[src/design/regFile.sv]
`timescale 1ns/1ns

module regFile (
    input  logic        CLK,
    input  logic        rstN,
    input  logic [4:0]  rs1,
    input  logic [4:0]  rs2,
    input  logic [4:0]  rd,
    input  logic        we,
    input  logic [31:0] wdata,
    output logic [31:0] rdata1,
    output logic [31:0] rdata2
);
    logic [31:0] regs [32];

    always_ff @(posedge CLK or negedge rstN) begin
        if (!rstN) begin
            for (int i = 0; i < 32; i++) begin
                regs[i] <= '0;
            end
        end else if (we && rd != 5'd0) begin
            regs[rd] <= wdata;   // x0 stays zero
        end
    end

    // Combinational reads, same cycle as decode
    assign rdata1 = regs[rs1];
    assign rdata2 = regs[rs2];

endmodule

[config.mk]
export PLATFORM = sky130hd
export DESIGN_NAME = regFile
export DESIGN_NICKNAME = d
export VERILOG_FILES = /design/src/design/regFile.sv
export SDC_FILE = /design/constraint.sdc
export NUM_CORES = 2
export LEC_CHECK = 0
export BUFFER_PORTS_ARGS = -buffer_cell sky130_fd_sc_hd__buf_2
export CAP_MARGIN = 20
export CORE_MARGIN = 2
export CORE_UTILIZATION = 25
export CTS_CLUSTER_SIZE = 28
export DETAILED_ROUTE_END_ITERATION = 8
export PLACE_DENSITY_LB_ADDON = 0.1
export SLEW_MARGIN = 20
export SYNTH_ARGS = -nofsm -noshare
export SYNTH_HDL_FRONTEND = slang
export SYNTH_SLANG_ARGS = --single-unit
[constraint.sdc]
create_clock -name CLK -period 2.2 [get_ports CLK]
set_clock_uncertainty 0.2 [all_clocks]
set_input_delay 0.11 -clock CLK [delete_from_list [all_inputs] [get_ports CLK]]
set_output_delay 0.11 -clock CLK [all_outputs]
set_load 0.05 [all_outputs]
* After elaboration in Yosys (flattened, before gate mapping)
Index checks and enable logic that the tools add are counted.
Storage, ports and cells: register bits 1024, bits of input ports 50, output and inout port bits 64, logic and storage cells 51
Cells by class: magnitude comparators 4, muxes and demuxes 9, bitwise operators 3, reductions and logical operators 3
Operators with widths (count):
- bitwise mux 1024 bit | 1
- binary-select mux 32 bit (select 5 bit) | 2
- demux 32 bit (select 5 bit) | 1
- two-way mux 32 bit | 5
- greater-or-equal comparator 6 bit, second input constant | 3
- inverter 5 -> 6 bit | 3
- less-than comparator 6 x 1 -> 1 bit, second input constant | 1
- nonzero test 5 bit | 1
- logical AND 1 bit | 2

* Logic depth before layout (Yosys ltp)
depth in word-level cells 6, mapped depth 8, mapped depth without buffers 5

* Worst setup path before layout
OpenSTA, ideal clock, no wires.
kind in2out, from input port rs1[1], to output port rdata1[11], arrival 1.632 ns, data required time 1.890 ns, slack 0.258 ns, stages 8, buffers on the path 4, cell sequence buf_2 buf_4 buf_2 buf_2 mux2i_1 nand2_1 a31oi_1 nand3_1
Between the ends: cells in the longest elaborated chain, start to end 4
RTL lines:
- start, declared | RTL line 6 | input logic [4:0] rs1,
- inverter 5 -> 6 bit (implied by the code) | RTL line 27 | assign rdata1 = regs[rs1];
- binary-select mux 32 bit (select 5 bit) | RTL line 27
- two-way mux 32 bit (implied by the code) (2 in a row) | RTL line 27
- end, declared | RTL line 11 | output logic [31:0] rdata1,
Every way passes these cells. The select of a mux whose other input is x is not followed.

* Final worst setup path
from register regs[949] in the netlist's numbering, to output port rdata1[21]
Between the ends: cells in the longest elaborated chain, start to end 3
RTL lines:
- start, declared | RTL line 14 | logic [31:0] regs [32];
- start signal, assigned by index | RTL line 22 | regs[rd] <= wdata;
- binary-select mux 32 bit (select 5 bit) | RTL line 27
- two-way mux 32 bit (implied by the code) (2 in a row) | RTL line 27
Every way passes these cells. The select of a mux whose other input is x is not followed.

==> out/summary.json <==
{
  "run_status": {
    "status": "complete, but fails checks",
    "failing_checks": "setup timing"
  },
  "yosys": {
    "ys_seq_elements": 1024,
    "synthCells": 4601,
    "yosysWarnings": 0,
    "seq_area_frac_synth": 0.4581,
    "synth.distinct_cells": 28,
    "yosysTopAreaCell": "sky130_fd_sc_hd__dfrtp_1",
    "postSynthNetCount": 4651,
    "synth_ff_type": "sky130_fd_sc_hd__dfrtp_1",
    "mappedNetlistArea_sq_um": 55940,
    "postSynth.asyncResetShare": 1.000,
    "postSynthAreaPerCell_sq_um": 12.16,
    "ys_top_cells_by_area": "sky130_fd_sc_hd__dfrtp_1, sky130_fd_sc_hd__mux2_2, sky130_fd_sc_hd__mux2i_1",
    "count_of_flip_flops_with_a_built_in_enable_after_synthesis": 0,
    "synth_commonest_cells": "sky130_fd_sc_hd__dfrtp_1, sky130_fd_sc_hd__mux2i_1, sky130_fd_sc_hd__mux2_2",
    "synth_top_cell_area_share": 0.4581
  },
  "timing": {
    "relSlewSlack": 0.4987,
    "post-route-worst-setup-slack_ps": -372.3,
    "max_freq_mhz": 388.8,
    "setup_violations": 64,
    "worstMarginPinSlew_ps": 751.9,
    "period_share": 1.169,
    "finalWorstPathRequiredPeriod_ps": 2572,
    "slew_viol_final": 0,
    "timing.hold.ws_ps": 197.4,
    "rsz_0062_raised_after_global_routing": "true",
    "timing_hold_violations_final": 0
  },
  "detailed_routing": {
    "drcViolationCount": 0,
    "firstDrtPassIters": 5,
    "total_length_of_routed_wires_mm": 219.5,
    "route.detailed.wl_per_inst_um": 27.60,
    "dr.first_iter.drc_count": 2092,
    "vias_per_cell": 4.933,
    "route.antenna.remaining_nets": 0,
    "route.vias.total": 39220
  },
  "critical_path": {
    "capturing_element_type_of_the_critical_path": "output port",
    "worst-r2r-setup-slack_ps": 1080,
    "rr_endpoint": "regs[861]",
    "ff2ff_path_depth": 2,
    "worstPathMaxFanout": 3,
    "crit_reg_reg_startpoint": "regs[861]",
    "cp.required_ps": 1890,
    "setup.worst_path.start": "regs[949]",
    "critical_path.startpoint_type": "flop",
    "critPathKind": "flop to output port",
    "worst_ep_arrival_time_ps": 2260
  },
  "cts": {
    "cts-root-buf": "sky130_fd_sc_hd__clkbuf_16",
    "clock_insertion_delay_worst_skew_ps": 740,
    "cts_sinks": 1024,
    "cts_buffer_depth": 3,
    "cts.htree.levels": 4,
    "cts_inserted_buffers": 133,
    "clkTransAtPathRegs_ps": 60,
    "tritoncts": "done"
  },
  "finish": {
    "area_growth_syn_to_layout_pct": 26.18,
    "fin_nets": 4924,
    "top_register": "regs",
    "top_regs": "regs (1024)",
    "num-fill-cells": 22500,
    "layout-drive-gt1-share": 0.3883,
    "largest_register_ffs": 1024
  },
  "floorplan": {
    "die_w_um": 477.0,
    "fp.dieH_um": 477.0,
    "num_io_pins": 114,
    "core-area_sq_um": 222300,
    "row_count": 173,
    "floorplan.initialDensity": 0.2517,
    "dieArea_sq_um": 227600
  },
  "min_path": {
    "whs_path_depth": 0,
    "holdCritStartpoint": "regs[1010]",
    "worst_hold_path.endpoint": "regs[1010]",
    "hold_path_class": "flop to flop"
  },
  "global_routing": {
    "first_global_vias": 41680,
    "global_route_wire_length_before_repair_mm": 318.3,
    "final_global_route_overflow_total": 0,
    "pin_count_of_the_biggest_net_entering_global_routing": 70,
    "antenna_found_initial": 16,
    "groute.usage.overall": 0.1907
  },
  "power": {
    "power.density_cell_area_nw_per_um2": 857.2,
    "power.leakage_nw": 32.53,
    "peak_supply_drop_mv": 0.6362,
    "design_power_total_mw": 60.50
  },
  "placement": {
    "placer_congestion_estimate": 0.7540,
    "io_buffers": 113,
    "place_hpwl_mm": 142.9
  },
  "flow_run": {
    "cap_viol_max_count": 0
  }
}
## logic make-up (layout without fill, tap and decap cells)
| logic type | after synthesis | after routing | share of synthesized area |
|---|---|---|---|
| mux | 2016 | 2016 | 0.3829 |
| flops | 1024 | 1024 | 0.4581 |
| compound gates | 576 | 576 | 0.07014 |
| simple gates | 512 | 512 | 0.04395 |
| buf+inv | 473 | 845 | 0.04496 |
| other cells | 0 | 3 | 0 |
## cell type report
class	count	area [sq um]	share of cell area
Multi-Input combinational cell	3104	29170	0.4133
Antenna cell	3	7.507	0.0001064
Clock buffer	189	3882	0.05500
Sequential cell	1024	25620	0.3630
Clock inverter	45	498.0	0.007055
Timing Repair Buffer	611	7679	0.1088
Tap cell	2975	3722	0.05273
## per-layer routing
layer / vias to the layer above / track usage / wire [um]
li1: 17560 / - / -
met1: 20800 / 0.2695 / 105800
met2: 637 / 0.3119 / 103100
met3: 221 / 0.02396 / 6710
met4: 4 / 0.03618 / 3772
met5: - / 0 / 29
## repair_timing
item | in CTS | in global routing
gates cloned | 0 | 0
pin swaps | 97 | 84
hold endpoints to repair | 2016 | 0
endpoints found under the setup margin | 64 | 65
gates resized for setup | 247 | 42
hold buffers | 42 | 0
buffers inserted | 2 | 6
## power breakdown
part / internal, mW / leakage, nW / switching (mW)
registers: 22.4 / 13.1 / 2.74
logic: 6.78 / 17.2 / 6.29
clock network: 13.2 / 2.17 / 9.03
total: 42.4 / 32.5 / 18.1
## metrics by stage
| stage | util | setup TNS, ps | cells | instance area, sq um | setup WS, ps |
|---|---|---|---|---|---|
| after floorplan | - | 0 | 4601 | 55940 | 258.4 |
| after global placement | 0.2894 | -9008 | 7678 | 64320 | -357.9 |
| after detailed placement | 0.2894 | -7947 | 7678 | 64320 | -340.7 |
| after CTS | 0.3163 | -23370 | 7943 | 70320 | -507.4 |
| after global routing | 0.3175 | -25360 | 7949 | 70580 | -481.1 |
| final | 0.3175 | -16710 | 7951 | 70590 | -372.3 |
## critical path, stage by stage, from the launching register on
cell and delay (ps):
sky130_fd_sc_hd__dfrtp_1 400, sky130_fd_sc_hd__mux2i_1 170, sky130_fd_sc_hd__a22o_1 180, sky130_fd_sc_hd__nor3_2 50
sky130_fd_sc_hd__a31oi_2 260, sky130_fd_sc_hd__nand3_2 150, sky130_fd_sc_hd__buf_6 160, sky130_fd_sc_hd__buf_12 140
## how the worst max path moves through the flow
| stage | slack, ps | depth (start not counted) | to |
|---|---|---|---|
| 6_report | -370 | 7 | rdata1[21] |
| 2_1_floorplan | 260 | 8 | rdata1[11] |
| 3_3_place_gp | -360 | 9 | rdata1[2] |
| 5_1_grt | -480 | 7 | rdata1[4] |
| 3_5_place_dp | -340 | 8 | rdata1[15] |
| 4_1_cts | -510 | 6 | rdata1[15] |
## placed cells by master, fill, tap and decap left out, types with 32 or more instances in the layout
cell | Yosys | layout
sky130_fd_sc_hd__buf_12 | 0 | 231
sky130_fd_sc_hd__a22o_1 | 128 | 128
sky130_fd_sc_hd__mux2i_1 | 1024 | 1023
sky130_fd_sc_hd__a22oi_1 | 192 | 192
sky130_fd_sc_hd__nand2_1 | 210 | 193
sky130_fd_sc_hd__mux2_2 | 953 | 953
sky130_fd_sc_hd__nand3_2 | 0 | 32
sky130_fd_sc_hd__dfrtp_1 | 1024 | 1024
sky130_fd_sc_hd__clkbuf_16 | 0 | 136
sky130_fd_sc_hd__buf_2 | 111 | 46
sky130_fd_sc_hd__buf_4 | 64 | 257
sky130_fd_sc_hd__dlygate4sd3_1 | 0 | 41
sky130_fd_sc_hd__nor3_2 | 0 | 37
sky130_fd_sc_hd__mux2_1 | 39 | 39
sky130_fd_sc_hd__a21oi_1 | 192 | 192
sky130_fd_sc_hd__nand3_1 | 194 | 134
Power figures use the tool's default switching activity.
