<file path="src/design/rvIsaPkg.sv">
package rvIsaPkg;

    // Major opcodes, inst[6:0]
    parameter logic [6:0] opLui    = 7'b0110111;
    parameter logic [6:0] opJal    = 7'b1101111;
    parameter logic [6:0] opBranch = 7'b1100011;
    parameter logic [6:0] opLoad   = 7'b0000011;
    parameter logic [6:0] opStore  = 7'b0100011;
    parameter logic [6:0] opImm    = 7'b0010011;
    parameter logic [6:0] opReg    = 7'b0110011;

    // ALU funct3
    parameter logic [2:0] f3Add  = 3'b000;
    parameter logic [2:0] f3Sll  = 3'b001;
    parameter logic [2:0] f3Slt  = 3'b010;
    parameter logic [2:0] f3Sltu = 3'b011;
    parameter logic [2:0] f3Xor  = 3'b100;
    parameter logic [2:0] f3Sr   = 3'b101;   // SRL or SRA by bit 30
    parameter logic [2:0] f3Or   = 3'b110;
    parameter logic [2:0] f3And  = 3'b111;

    // Branch funct3
    parameter logic [2:0] f3Beq = 3'b000;
    parameter logic [2:0] f3Bne = 3'b001;
    parameter logic [2:0] f3Blt = 3'b100;
    parameter logic [2:0] f3Bge = 3'b101;

    // Load and store sizes
    parameter logic [2:0] f3Byte  = 3'b000;
    parameter logic [2:0] f3Half  = 3'b001;
    parameter logic [2:0] f3Word  = 3'b010;
    parameter logic [2:0] f3ByteU = 3'b100;
    parameter logic [2:0] f3HalfU = 3'b101;

    // Field positions
    parameter int rdLsb  = 7;
    parameter int f3Lsb  = 12;
    parameter int rs1Lsb = 15;
    parameter int rs2Lsb = 20;
    parameter int altBit = 30;   // funct7 bit picking SUB and SRA

    parameter logic [31:0] nopInst = 32'h0000_0013;   // ADDI x0,x0,0

endpackage

</file>
<file path="src/design/cpuCtrlPkg.sv">
package cpuCtrlPkg;

    // ALU operations
    typedef enum logic [3:0] {
        aluAdd,
        aluSub,
        aluAnd,
        aluOr,
        aluXor,
        aluSlt,
        aluSltu,
        aluSll,
        aluSrl,
        aluSra,
        aluPassB   // Operand B straight through, for LUI
    } aluOpT;

    // Write-back source
    typedef enum logic [1:0] {
        wbAlu,
        wbLoad,
        wbPc4
    } wbSelT;

    // Same coding as funct3 of loads and stores
    typedef logic [2:0] memSizeT;

endpackage

</file>
<file path="src/design/executeUnit.sv">
`timescale 1ns/1ns

module executeUnit (
    input  logic [31:0]       pc,
    input  logic [31:0]       rdata1,
    input  logic [31:0]       rdata2,
    input  logic [31:0]       imm,
    input  cpuCtrlPkg::aluOpT aluOp,
    input  logic              aluSrcImm,
    input  logic              isBranch,
    input  logic              isJal,
    input  logic [2:0]        brFunct,
    output logic [31:0]       aluResult,
    output logic [31:0]       nextPc,
    output logic [31:0]       pcPlus4
);
    logic [31:0] opB;
    logic [4:0]  shamt;
    logic        brTaken;
    logic [31:0] target;

    assign opB   = aluSrcImm ? imm : rdata2;
    assign shamt = opB[4:0];

    always_comb begin
        case (aluOp)
            cpuCtrlPkg::aluAdd:   aluResult = rdata1 + opB;
            cpuCtrlPkg::aluSub:   aluResult = rdata1 - opB;
            cpuCtrlPkg::aluAnd:   aluResult = rdata1 & opB;
            cpuCtrlPkg::aluOr:    aluResult = rdata1 | opB;
            cpuCtrlPkg::aluXor:   aluResult = rdata1 ^ opB;
            cpuCtrlPkg::aluSlt:   aluResult = {31'b0, $signed(rdata1) < $signed(opB)};
            cpuCtrlPkg::aluSltu:  aluResult = {31'b0, rdata1 < opB};
            cpuCtrlPkg::aluSll:   aluResult = rdata1 << shamt;
            cpuCtrlPkg::aluSrl:   aluResult = rdata1 >> shamt;
            cpuCtrlPkg::aluSra:   aluResult = $unsigned($signed(rdata1) >>> shamt);
            cpuCtrlPkg::aluPassB: aluResult = opB;
            default:              aluResult = '0;
        endcase
    end

    // Branch compare always on the two registers
    always_comb begin
        case (brFunct)
            rvIsaPkg::f3Beq: brTaken = (rdata1 == rdata2);
            rvIsaPkg::f3Bne: brTaken = (rdata1 != rdata2);
            rvIsaPkg::f3Blt: brTaken = ($signed(rdata1) < $signed(rdata2));
            rvIsaPkg::f3Bge: brTaken = ($signed(rdata1) >= $signed(rdata2));
            default:         brTaken = 1'b0;   // BLTU/BGEU not supported
        endcase
    end

    assign pcPlus4 = pc + 32'd4;
    assign target  = pc + imm;   // Branch or JAL destination
    assign nextPc  = ((isBranch && brTaken) || isJal) ? target : pcPlus4;

endmodule

</file>
<file path="config.mk">
export PLATFORM = sky130hd
export DESIGN_NAME = executeUnit
export DESIGN_NICKNAME = d
export VERILOG_FILES = /design/src/design/rvIsaPkg.sv /design/src/design/cpuCtrlPkg.sv /design/src/design/executeUnit.sv
export SDC_FILE = /design/constraint.sdc
export NUM_CORES = 1
export LEC_CHECK = 0
export ABC_CLOCK_PERIOD_IN_PS = 5000
export BUFFER_PORTS_ARGS = -buffer_cell sky130_fd_sc_hd__buf_2
export CAP_MARGIN = 20
export CORE_UTILIZATION = 30
export DETAILED_ROUTE_END_ITERATION = 7
export PLACE_DENSITY = 0.49
export SLEW_MARGIN = 30
export SYNTH_ARGS = -nofsm -noshare
export SYNTH_HDL_FRONTEND = slang
export SYNTH_SLANG_ARGS = --single-unit
</file>
<file path="constraint.sdc">
create_clock -name vclk -period 5
set_input_delay 0 -clock vclk [all_inputs]
set_output_delay 0 -clock vclk [all_outputs]
set_load 0.01 [all_outputs]
</file>
Word level (Yosys, flattened, before mapping). Cells that the tools add are included.

Shift-type cells: 3. Bitwise logic cells: 3. Add/sub/neg operators: 4. $lt $le $gt $ge: 4. Mux-type cells: 4. Reductions and logical operators: 4. Eq/ne operators: 15.

Operators by type and width (count): $pmux W32 S11 (1); $lt A32 B32 Y1 (3); $add A32 B32 Y32 (2); $mux W32 (2); $add A32 B3 Y32 const B (1); $and A32 B32 Y32 (1); $eq A32 B32 Y1 (1); $ge A32 B32 Y1 (1); $ne A32 B32 Y1 (1); $or A32 B32 Y32 (1); $shl A32 B5 Y32 (1); $shr A32 B5 Y32 (1); $sshr A32 B5 Y32 (1); $sub A32 B32 Y32 (1); $xor A32 B32 Y32 (1); $eq A4 B3 Y1 const B (4); $eq A4 B4 Y1 const B (3); $eq A4 B2 Y1 const B (2); $eq A3 B3 Y1 const B (2); $eq A4 B1 Y1 const B (1); $logic_not A4 Y1 (1); $pmux W1 S4 (1); $eq A3 B1 Y1 const B (1); $logic_not A3 Y1 (1); 2 further kinds (2).

Flip-flop bits (word level): 0. Logic and storage cells: 37. Input port bits: 138.

Depth between registers and ports, before layout.
Depth in word-level cells: 5. Gate-level depth with buffers: 18.

Least setup slack after synthesis. OpenSTA, ideal clock, no wires.

Path type: in2out. Start point: input aluSrcImm. End point: output aluResult[26]. Stages on the path: 16. Arrival time: 3.694 ns. Setup slack: 1.306 ns. Path buffers: 4. Cell sequence: buf_2 -> buf_1 -> clkbuf_1 -> mux2i_1 -> ha_1 -> clkbuf_1 -> or3_4 -> or3_1 -> o22a_1 -> a31oi_4 -> and4_1 -> nor2_2 -> o211ai_1 -> o211ai_1 -> xnor2_1 -> o21ai_1.

Word-level cells in the longest chain between the ends: 3.

RTL lines: start: declaration (RTL line executeUnit.sv:9) `input logic aluSrcImm,`; $mux W32 (*) (RTL line executeUnit.sv:22) `assign opB = aluSrcImm ? imm : rdata2;`; $sub A32 B32 Y32 (tied with other cells) (RTL line executeUnit.sv:28) `cpuCtrlPkg::aluSub: aluResult = rdata1 - opB;`; $pmux W32 S11 (*) (RTL line executeUnit.sv:26) `case (aluOp)`; end: declaration (RTL line executeUnit.sv:13) `output logic [31:0] aluResult,`.

Mark *: on every way between the ends. The rest lies on a longest branch, timed or not.

Final worst setup path.
Start point: input aluSrcImm. End point: output aluResult[31].

The elaborated chain is that of the path after synthesis.

==> summary by stage <==
Status
The flow ran to the end, but the final reports show violations. The checks that failed: design-rule violations.

Yosys
The sequential element share of the synthesized area is 0. The netlist uses 90 different library cells. The synthesized netlist cell count is 1870. The biggest area consumer among synthesized cells is ha_1. After synthesis, the mean cell area works out to 6.477 µm².

The share of synthesized area in the top cell type comes to 0.1673. By area the synthesized netlist is led by ha_1, a21oi_1, mux2i_1, nand2_1, nor2_1. After synthesis the cells add up to 12110 µm². Synthesis produced a netlist with a net count of between 2000 and 2500. The number of warnings issued by yosys is 0.

Drt
The number of vias per cell is 5.903. Detailed routing placed a total of 4.497 mm of wire on met3. The initial detailed-routing violation count is around 1400. After detailed routing, the wire length on met1 is 25.56 mm. For this run, design rule violations remaining after detail routing come to 4. The detailed-routed wire length on met2 is between 20 and 30 mm.

The wire length reported by the detailed router is 57.95 mm. For this block, the via count after detailed routing is 14980. The wire length per cell after detailed routing is between 20 and 25 µm. The count of nets left with antenna violations once routing finished came out at 0. The number of detailed-routing iterations run before antenna repair is 8. The highest signal layer in the routed design is met5.

Pwr
For this design the ratio of total power to cell area is 137.7 nW/µm². The leakage power total is between 0.006 and 0.007 µW. IR analysis of the VDD net gives a maximum drop of 0.00005508 V.

Die
The die is 202.9 µm tall. The die is 202.9 µm wide. The die covers 41180 µm². During I/O placement, the number of pins put on the boundary was 234.

The placement row count is 73. The area of the core is 39820 µm². The initial utilization of the core area, before any placement, comes to 0.3042.

Global routing
Across every metal layer, demand over resource in global routing totals 0.2700. The initial antenna violation count is 2. The first global-routing pass estimated ~87 mm of wire. Entering global routing, the biggest net connects 66 pins. The via count of the first global-routing pass came to between 10000 and 15000. The total global routing overflow is 0.

Setup path
By instance count, the cell type seen most on the critical path is a211oi_1. The startpoint type of the worst setup path is an input pin. The critical path capture point type is an output port. The signal on the critical path passes through buf_2 -> o21a_1 -> buf_4 -> inv_1 -> ha_1 -> a211oi_1 -> o21bai_1 -> o211ai_1 -> a211oi_1 -> o41ai_2 -> a21oi_1 -> a2111oi_0 -> a211oi_1 -> xnor2_1 -> o21ai_1 -> buf_2.

The standard cell with the maximum stage delay on the critical path is buf_2. The kind of critical path is in2out. The arrival time of the worst setup path is roughly 4.4 ns.

Of all nets on the critical path, the largest fanout is 30. The largest incremental delay on the critical path is roughly 0.56 ns. STA puts the critical path data required time at 5.00 ns.

Timing
The minimum period implied by the final worst setup slack is 4.378 ns. The final hold violation count is 0. Hold is met by approximately 0.22 ns. The setup total negative slack is 0 ns. The worst-margin pin slew is 0.9576 ns. Setup repair after global routing left no endpoint under its margin. The post-route clock period utilization is 0.8756. The highest achievable clock rate is 228.4 MHz. The number of max-slew violations in the final report is 0. The normalized max-slew margin is 0.3598.

The final number of setup-violating endpoints is 0.

Layout
From synthesis to final layout, the design area changed by 12.88%. The top cell types in the final layout, fill and taps aside, are buf_2, nand2_1, a21oi_1, nor2_1, ha_1. The filler cells instantiated in the layout total 4482.

The net count of the finished layout is 2317. In the final layout, flip-flops and latches occupy 0 µm². The most frequent standard cell in the layout excluding fill and tap cells is buf_2.

The layout cell share with drive strength beyond 1 is 0.1561. The final core utilization is 0.3433. The total number of sequential cells is 0. After layout, the clock buffer instance count stands at 0.

Hold path
For hold timing, the worst endpoint is pcPlus4[0]. The worst hold path belongs to the class in2out. The startpoint of the most critical hold path is pc[0].

Counting instances, the worst hold path has a depth of 2.

Placed design
The count of buffers added on input and output ports is 234. Once detailed placement completed, the half-perimeter wirelength came to approximately 47 mm. The placer's final routability congestion estimate is 1.026.

Clocking
The number of buffers added to fix hold violations after cts is 0. The number of post-CTS setup repair buffers is 0. The post-CTS resize count is 0.

Job
The number of max-cap violations is 0.
-- report_power, final --
| group | switching (µW) | total (µW) | internal (µW) |
|---|---|---|---|
| clock network | 0 | 0.0000268 | 0.0000268 |
| logic | 1190 | 1880 | 688 |
| registers | 0 | 0 | 0 |
-- kinds of logic (layout without fill, tap and decap cells) --
logic type,Yosys count,after routing,share of synthesized area
multiplexers,136,136,0.1206
adder cells (fa/ha/maj),165,165,0.1723
AND/OR/NAND/NOR,591,591,0.2213
buffers and inverters,261,403,0.08687
AO/OA/AOI/OAI,637,637,0.3411
XOR/XNOR,80,80,0.05785
other,0,1,0
-- worst max path at each step --
stage,end,from,slack [ns],cells past startpoint
global route,aluResult[30],aluSrcImm,0.54,16
global placement,aluResult[31],aluSrcImm,0.87,16
floorplan,aluResult[26],aluSrcImm,1.31,16
CTS,aluResult[31],aluSrcImm,0.77,16
detailed placement,aluResult[31],aluSrcImm,0.79,16
finish,aluResult[31],aluSrcImm,0.62,16
-- critical path, delay by kind of cell --
| kind | cells | cell delay, ns |
|---|---|---|
| adders and majority gates | 1 | 0.25 |
| xor gates and xnor gates | 1 | 0.15 |
| AOI/OAI and AO/OA | 10 | 2.77 |
| buffers and inverters | 4 | 1.17 |
-- final cells by class --
class | instances | area, µm² | area share
diodes | 1 | 2.502 | 0.0001830
inverters | 140 | 528.0 | 0.03862
multi-input cells | 1609 | 11100 | 0.8116
well taps | 525 | 656.9 | 0.04804
repair buffers | 263 | 1389 | 0.1016
-- per-stage QoR --
step	setup WS (ns)	cells	power (µW)	instance area [µm²]
floorplan	1.306	1870	1237	12110
global placement	0.8750	2537	1844	13660
detailed placement	0.7923	2537	1842	13670
CTS	0.7703	2537	1853	13670
global route	0.5438	2538	2044	13670
finish	0.6219	2538	1883	13670
-- cells in the mapped netlist (all sizes together), types with 7 or more instances --
master   number
a211o         8
a211oi       33
a21boi        7
a21o         42
a21oi       188
a221o         9
a221oi       11
a22oi         8
a31oi        24
and2          9
and3         23
buf          57
clkbuf       64
ha          162
inv         138
mux2         40
mux2i        93
nand2       201
nand2b       16
nand3        34
nand4        23
nor2        181
nor2b        11
nor3         45
nor4         14
o2111ai      10
o211ai       23
o21a         17
o21ai       148
o21bai       14
o221ai       12
o22ai        25
o31ai        17
or3          17
xnor2        58
xor2         22
-- metal layers --
metal  up-vias  GRT usage
met4         2    0.08459
met2       703     0.4431
met1      7099     0.3682
li1       7087          -
met3        91    0.02729
met5         -          0
(Power assumes the default switching activity.)
