$ cat src/design/rvIsaPkg.sv
package rvIsaPkg;

    // Major opcodes, inst[6:0]
    parameter logic [6:0] opLui    = 7'b0110111;
    parameter logic [6:0] opJal    = 7'b1101111;
    parameter logic [6:0] opBranch = 7'b1100011;
    parameter logic [6:0] opLoad   = 7'b0000011;
    parameter logic [6:0] opStore  = 7'b0100011;
    parameter logic [6:0] opImm    = 7'b0010011;
    parameter logic [6:0] opReg    = 7'b0110011;

    // ALU funct3
    parameter logic [2:0] f3Add  = 3'b000;
    parameter logic [2:0] f3Sll  = 3'b001;
    parameter logic [2:0] f3Slt  = 3'b010;
    parameter logic [2:0] f3Sltu = 3'b011;
    parameter logic [2:0] f3Xor  = 3'b100;
    parameter logic [2:0] f3Sr   = 3'b101;   // SRL or SRA by bit 30
    parameter logic [2:0] f3Or   = 3'b110;
    parameter logic [2:0] f3And  = 3'b111;

    // Branch funct3
    parameter logic [2:0] f3Beq = 3'b000;
    parameter logic [2:0] f3Bne = 3'b001;
    parameter logic [2:0] f3Blt = 3'b100;
    parameter logic [2:0] f3Bge = 3'b101;

    // Load and store sizes
    parameter logic [2:0] f3Byte  = 3'b000;
    parameter logic [2:0] f3Half  = 3'b001;
    parameter logic [2:0] f3Word  = 3'b010;
    parameter logic [2:0] f3ByteU = 3'b100;
    parameter logic [2:0] f3HalfU = 3'b101;

    // Field positions
    parameter int rdLsb  = 7;
    parameter int f3Lsb  = 12;
    parameter int rs1Lsb = 15;
    parameter int rs2Lsb = 20;
    parameter int altBit = 30;   // funct7 bit picking SUB and SRA

    parameter logic [31:0] nopInst = 32'h0000_0013;   // ADDI x0,x0,0

endpackage

$ cat src/design/cpuCtrlPkg.sv
package cpuCtrlPkg;

    // ALU operations
    typedef enum logic [3:0] {
        aluAdd,
        aluSub,
        aluAnd,
        aluOr,
        aluXor,
        aluSlt,
        aluSltu,
        aluSll,
        aluSrl,
        aluSra,
        aluPassB   // Operand B straight through, for LUI
    } aluOpT;

    // Write-back source
    typedef enum logic [1:0] {
        wbAlu,
        wbLoad,
        wbPc4
    } wbSelT;

    // Same coding as funct3 of loads and stores
    typedef logic [2:0] memSizeT;

endpackage

$ cat src/design/instDecoder.sv
`timescale 1ns/1ns

module instDecoder (
    input  logic [31:0]         inst,
    output logic [4:0]          rs1,
    output logic [4:0]          rs2,
    output logic [4:0]          rd,
    output logic [31:0]         imm,
    output cpuCtrlPkg::aluOpT   aluOp,
    output logic                aluSrcImm,
    output logic                regWrite,
    output logic                memWrite,
    output logic                isBranch,
    output logic                isJal,
    output logic [2:0]          brFunct,
    output cpuCtrlPkg::memSizeT memSize,
    output cpuCtrlPkg::wbSelT   wbSel
);
    logic [6:0]        opcode;
    logic [2:0]        funct3;
    logic              altFn;
    logic              writesRd;
    cpuCtrlPkg::aluOpT fnOp;   // ALU op implied by funct3

    assign opcode  = inst[6:0];
    assign funct3  = inst[rvIsaPkg::f3Lsb +: 3];
    assign altFn   = inst[rvIsaPkg::altBit];
    assign rs1     = inst[rvIsaPkg::rs1Lsb +: 5];
    assign rs2     = inst[rvIsaPkg::rs2Lsb +: 5];
    assign rd      = inst[rvIsaPkg::rdLsb +: 5];
    assign brFunct = funct3;
    assign memSize = funct3;

    // Shared by register and immediate forms
    always_comb begin
        case (funct3)
            rvIsaPkg::f3Add:  fnOp = cpuCtrlPkg::aluAdd;
            rvIsaPkg::f3Sll:  fnOp = cpuCtrlPkg::aluSll;
            rvIsaPkg::f3Slt:  fnOp = cpuCtrlPkg::aluSlt;
            rvIsaPkg::f3Sltu: fnOp = cpuCtrlPkg::aluSltu;
            rvIsaPkg::f3Xor:  fnOp = cpuCtrlPkg::aluXor;
            rvIsaPkg::f3Sr:   fnOp = altFn ? cpuCtrlPkg::aluSra : cpuCtrlPkg::aluSrl;
            rvIsaPkg::f3Or:   fnOp = cpuCtrlPkg::aluOr;
            default:          fnOp = cpuCtrlPkg::aluAnd;
        endcase
    end

    always_comb begin
        imm       = '0;
        aluOp     = cpuCtrlPkg::aluAdd;
        aluSrcImm = 1'b0;
        writesRd  = 1'b0;
        memWrite  = 1'b0;
        isBranch  = 1'b0;
        isJal     = 1'b0;
        wbSel     = cpuCtrlPkg::wbAlu;
        case (opcode)
            rvIsaPkg::opReg: begin
                aluOp    = (funct3 == rvIsaPkg::f3Add && altFn) ? cpuCtrlPkg::aluSub : fnOp;
                writesRd = 1'b1;
            end
            rvIsaPkg::opImm: begin
                imm       = {{20{inst[31]}}, inst[31:20]};
                aluOp     = fnOp;   // ADDI never subtracts
                aluSrcImm = 1'b1;
                writesRd  = 1'b1;
            end
            rvIsaPkg::opLoad: begin
                imm       = {{20{inst[31]}}, inst[31:20]};
                aluSrcImm = 1'b1;
                writesRd  = 1'b1;
                wbSel     = cpuCtrlPkg::wbLoad;
            end
            rvIsaPkg::opStore: begin
                imm       = {{20{inst[31]}}, inst[31:25], inst[11:7]};
                aluSrcImm = 1'b1;
                memWrite  = 1'b1;
            end
            rvIsaPkg::opBranch: begin
                imm      = {{19{inst[31]}}, inst[31], inst[7], inst[30:25], inst[11:8], 1'b0};
                isBranch = 1'b1;
            end
            rvIsaPkg::opJal: begin
                imm      = {{11{inst[31]}}, inst[31], inst[19:12], inst[20], inst[30:21], 1'b0};
                isJal    = 1'b1;
                writesRd = 1'b1;
                wbSel    = cpuCtrlPkg::wbPc4;
            end
            rvIsaPkg::opLui: begin
                imm       = {inst[31:12], 12'b0};
                aluOp     = cpuCtrlPkg::aluPassB;
                aluSrcImm = 1'b1;
                writesRd  = 1'b1;
            end
            default: ;   // Unknown opcode, retires as a no-op
        endcase
    end

    assign regWrite = writesRd && (rd != 5'd0);   // x0 never reported as written

endmodule

$ cat config.mk
export PLATFORM = sky130hd
export DESIGN_NAME = instDecoder
export DESIGN_NICKNAME = d
export VERILOG_FILES = /design/src/design/rvIsaPkg.sv /design/src/design/cpuCtrlPkg.sv /design/src/design/instDecoder.sv
export SDC_FILE = /design/constraint.sdc
export NUM_CORES = 1
export LEC_CHECK = 0
export BUFFER_PORTS_ARGS = -buffer_cell sky130_fd_sc_hd__buf_2
export CAP_MARGIN = 20
export CORE_MARGIN = 1
export CORE_UTILIZATION = 37
export DETAILED_ROUTE_END_ITERATION = 7
export GPL_TIMING_DRIVEN = 0
export PLACE_DENSITY = 0.89
export RECOVER_POWER = 50
export SLEW_MARGIN = 20
export SYNTH_ARGS = -nofsm -noshare
export SYNTH_HDL_FRONTEND = slang
export SYNTH_SLANG_ARGS = --single-unit
$ cat constraint.sdc
create_clock -name vclk -period 1.3
set_clock_uncertainty 0.1 [all_clocks]
set_input_delay 0.13 -clock vclk [all_inputs]
set_output_delay 0.13 -clock vclk [all_outputs]
set_load 0.01 [all_outputs]
* Word-level counts from Yosys, hierarchy flattened
Index checks and enable logic that the tools add are counted.
Word-level totals: bits in registers 0, input bits 32, output and inout bits 64, word-level logic and storage cells 31
Cells by class: equality and inequality tests 13, multiplexer cells 11, reduce and logical (&&, ||, !) cells 7
Operators with widths (count):
- $pmux W32 S5 | 1
- $pmux W4 S7 | 1
- $eq A7 B6 Y1 const B | 3
- $eq A7 B7 Y1 const B | 2
- $pmux W4 S3 | 1
- $eq A3 B3 Y1 const B | 3
- $eq A7 B2 Y1 const B | 1
- $eq A7 B5 Y1 const B | 1
- $eq A3 B2 Y1 const B | 2
- $mux W1 | 6
- $reduce_bool A5 Y1 | 1
- $reduce_or A5 Y1 | 1
- $mux W4 | 1
- $pmux W2 S2 | 1
- $reduce_or A4 Y1 | 1
- $eq A3 B1 Y1 const B | 1
- $logic_not A3 Y1 | 1
- $logic_and A1 B1 Y1 | 2
- $reduce_or A2 Y1 | 1

* Logic depth before layout (Yosys ltp)
depth in word-level cells 4, mapped depth 5, mapped depth without buffers 3

* Worst setup path before layout
Ideal clock, no wire load.
kind input port to output port, from in inst[5], to out imm[21], arrival time 1094 ps, required time 1070 ps, path slack -24 ps, stages on the path 5, buffers on the path 2, cell sequence buf_6 > nor4_4 > a22oi_2 > buf_6 > o221ai_1
Between the ends: longest elaborated chain between the ends 3, elaborated cells on any way between the ends 8, those cells by class eq/ne (6); mux (1); reduce/logical (1)
Ends and longest elaborated chain:
- start, declared | RTL line instDecoder.sv:4 | input logic [31:0] inst,
- $eq A7 B2 Y1 or $eq A7 B5 Y1 (tied branches) | RTL line instDecoder.sv:57 | case (opcode)
- $reduce_or A2 Y1 (no line)
- $pmux W32 S5 * | RTL line instDecoder.sv:57
- end, declared | RTL line instDecoder.sv:8 | output logic [31:0] imm,
Every way passes the cells marked *; elsewhere a longest branch is shown, timed or not.

* Worst setup path in the final report
from in inst[5], to out imm[24]
The elaborated chain is that of the path after synthesis.

==> flow_metrics.py <==
metrics = {
    "floorplanning": {
        "die_w_um": 50.8,
        "fp.dieArea_um2": 2580,
        "io_pins": 96,
        "floorplan.initialDensity": 0.395,
        "core_um2": 2230,
        "core.rowCount": 17,
        "fp.dieH_um": 50.8,
    },
    "timing": {
        "final_hold_fails": 0,
        "worst-slew-pin-transition_ns": 0.407,
        "fmaxAchievable_ghz": 0.671,
        "final_max_slew_viol_count": 0,
        "post_route_worst_setup_slack_ns": -0.190,
        "rsz0062_at_grt": "yes",
        "finalSetupViolCount": 35,
        "maxSlewHeadroom": 0.729,
        "timing.final.crit_period_ns": 1.49,
        "timing.setup.tns_ns": -3.68,
        "finalCritPeriodShare": 1.15,
    },
    "pwr": {
        "power_switching_share": 0.480,
        "power.static_leakage_nw": 0.948,
        "irDropWorstVdd_mv": 0.203,
        "power.share.sequential": 0,
        "pwr_density_cell_nw_per_um2": 224,
        "power.share.clock": 0,
        "p_switching_mw": 0.178,
        "share_comb_of_total_power": 1.000,
        "intPower_mw": 0.193,
    },
    "finish": {
        "sequential_cell_area_um2": 0,
        "layout-area-overhead-vs-synth_pct": 87.9,
        "final.clkbuf_count": 0,
        "num_antenna_cells": 0,
        "design.seq.count": 0,
        "share_of_layout_cells_above_drive_strength_1": 0.656,
        "postLayoutCoreUtil": 0.742,
        "count_of_non_filler_cells_in_the_finished_layout": 255,
        "finalNetCount": 261,
    },
    "drt": {
        "avgViaCountPerCell": 5.25,
        "totalWireLength_um": 3420,
        "antenna_left": 0,
        "post_detailed_route_wirelength_per_cell_um": 13.4,
        "vias": 1338,
        "route.detailed.drc": 0,
        "drt_iter0_drc": 13,
        "drt_pre_antenna_iters": 4,
    },
    "placed_design": {
        "port_buffers": 94,
        "pre_cts_slack_ns": -0.298,
        "place_congestion": 0.768,
        "dp_hpwl_um": 2450,
        "dp.cells": 243,
    },
    "synth": {
        "synth_largest_area_cell": "sky130_fd_sc_hd__buf_4",
        "synth.net_count": 153,
        "synth_top_cell_area_share": 0.187,
        "synth.top_cells.by_area": "sky130_fd_sc_hd__buf_4 (19%), sky130_fd_sc_hd__a21o_1 (6.8%), sky130_fd_sc_hd__o211ai_1 (6.8%)",
        "synth_commonest_cells": "sky130_fd_sc_hd__buf_4 (22), sky130_fd_sc_hd__nand3_1 (10), sky130_fd_sc_hd__a21o_1 (8), sky130_fd_sc_hd__o211ai_1 (8), sky130_fd_sc_hd__nor2_1 (7)",
        "ys_warn_count": 0,
        "post_synth_inst_count": 121,
        "synth_sequential_area_ratio": 0,
        "synth.lib_cells_used.distinct": 42,
        "postSynthAreaPerCell_um2": 7.29,
        "post_synth_instance_area_um2": 882,
        "post-synth-top-count-cell": "sky130_fd_sc_hd__buf_4",
    },
    "hold_path": {
        "min_path_type": "input pin to primary output",
    },
    "setup_path": {
        "worstPathArrival_ns": 1.26,
        "setup.worst_path.end_class": "primary output",
        "timing_worst_setup_path_type": "input pin to primary output",
        "timing.critical_path.required_ns": 1.07,
        "timing.critical_path.from_type": "input pin",
        "worstPathMaxFanout": 5,
    },
    "outcome": {
        "failing_checks": "negative setup slack",
        "run_status": "complete, but fails checks",
    },
    "global_route": {
        "grt_pass1_vias": 1251,
        "grt_start_max_net_pins": 11,
        "grt_util_all_layers": 0.249,
        "globalRouteOverflowTotal": 0,
        "grt_pass1_wl_um": 5090,
        "grt_antenna_before_repair": 0,
    },
    "clock_network": {
        "hold_buffers": 0,
    },
    "run": {
        "maxCapViolations": 0,
    },
}
per-stage QoR:
stage	hold WS, ns	area, µm²	power, mW
after floorplan	0.208	891	0.168
after global placement	0.442	1400	0.302
after detailed placement	0.445	1400	0.306
after CTS	0.426	1580	0.351
after global routing	0.435	1660	0.397
final	0.418	1660	0.371
path summary, 6_finish.rpt:
path | slack [ns] | start | end | depth (start not counted)
max | -0.19 | inst[5] | imm[24] | 6
min | 0.42 | inst[4] | wbSel[0] | 3
worst max-delay path, stage by stage:
cell	delay, ns
sky130_fd_sc_hd__buf_12	0.11
sky130_fd_sc_hd__nor4_4	0.32
sky130_fd_sc_hd__a22oi_2	0.19
sky130_fd_sc_hd__buf_4	0.17
sky130_fd_sc_hd__o221ai_1	0.18
sky130_fd_sc_hd__buf_2	0.17
power groups by stage:
stage	Combinational (mW)	Sequential [mW]	Clock [mW]
6_report	0.371	0	0
2_1_floorplan	0.168	0	0
5_1_grt	0.397	0	0
3_5_place_dp	0.306	0	0
3_3_place_gp	0.302	0	0
4_1_cts	0.351	0	0
what timing repair did:
| action | 4_1_cts | 5_1_grt |
|---|---|---|
| pin swaps | 17 | 14 |
| buffers inserted | 9 | 1 |
| endpoints found under the setup margin | 38 | 39 |
| resized for setup | 29 | 22 |
| gates cloned | 2 | 0 |
kinds of logic (layout without fill, tap and decap cells):
| logic type | Yosys count | after routing | synth area share |
|---|---|---|---|
| simple gates | 42 | 42 | 0.306 |
| mux | 1 | 1 | 0.0113 |
| buf+inv | 34 | 140 | 0.282 |
| xor+xnor | 1 | 1 | 0.00993 |
| compound gates | 43 | 43 | 0.390 |
cell type report:
type,instances,area (µm²)
fillers,181,576
multi-input cells,87,748
inverters,5,18.8
well taps,28,35.0
plain buffers,29,258
repair buffers,106,598
placed cells by master (no fill, tap or decap), types with 4 or more instances in the layout:
cell	instances
sky130_fd_sc_hd__o211ai_1	8
sky130_fd_sc_hd__inv_1	5
sky130_fd_sc_hd__nor2_1	4
sky130_fd_sc_hd__buf_4	31
sky130_fd_sc_hd__buf_6	8
sky130_fd_sc_hd__buf_2	76
sky130_fd_sc_hd__nand3_1	10
sky130_fd_sc_hd__a21o_1	8
sky130_fd_sc_hd__buf_8	4
sky130_fd_sc_hd__clkbuf_1	14
sky130_fd_sc_hd__a21boi_1	5
layer usage:
layer | GRT usage | share of wire
met1 | 0.270 | 0.39
met2 | 0.498 | 0.51
met4 | 0.0648 | 0.016
met3 | 0.0298 | 0.083
met5 | 0 | 0
Note: power is estimated with default switching activity, not from simulation.
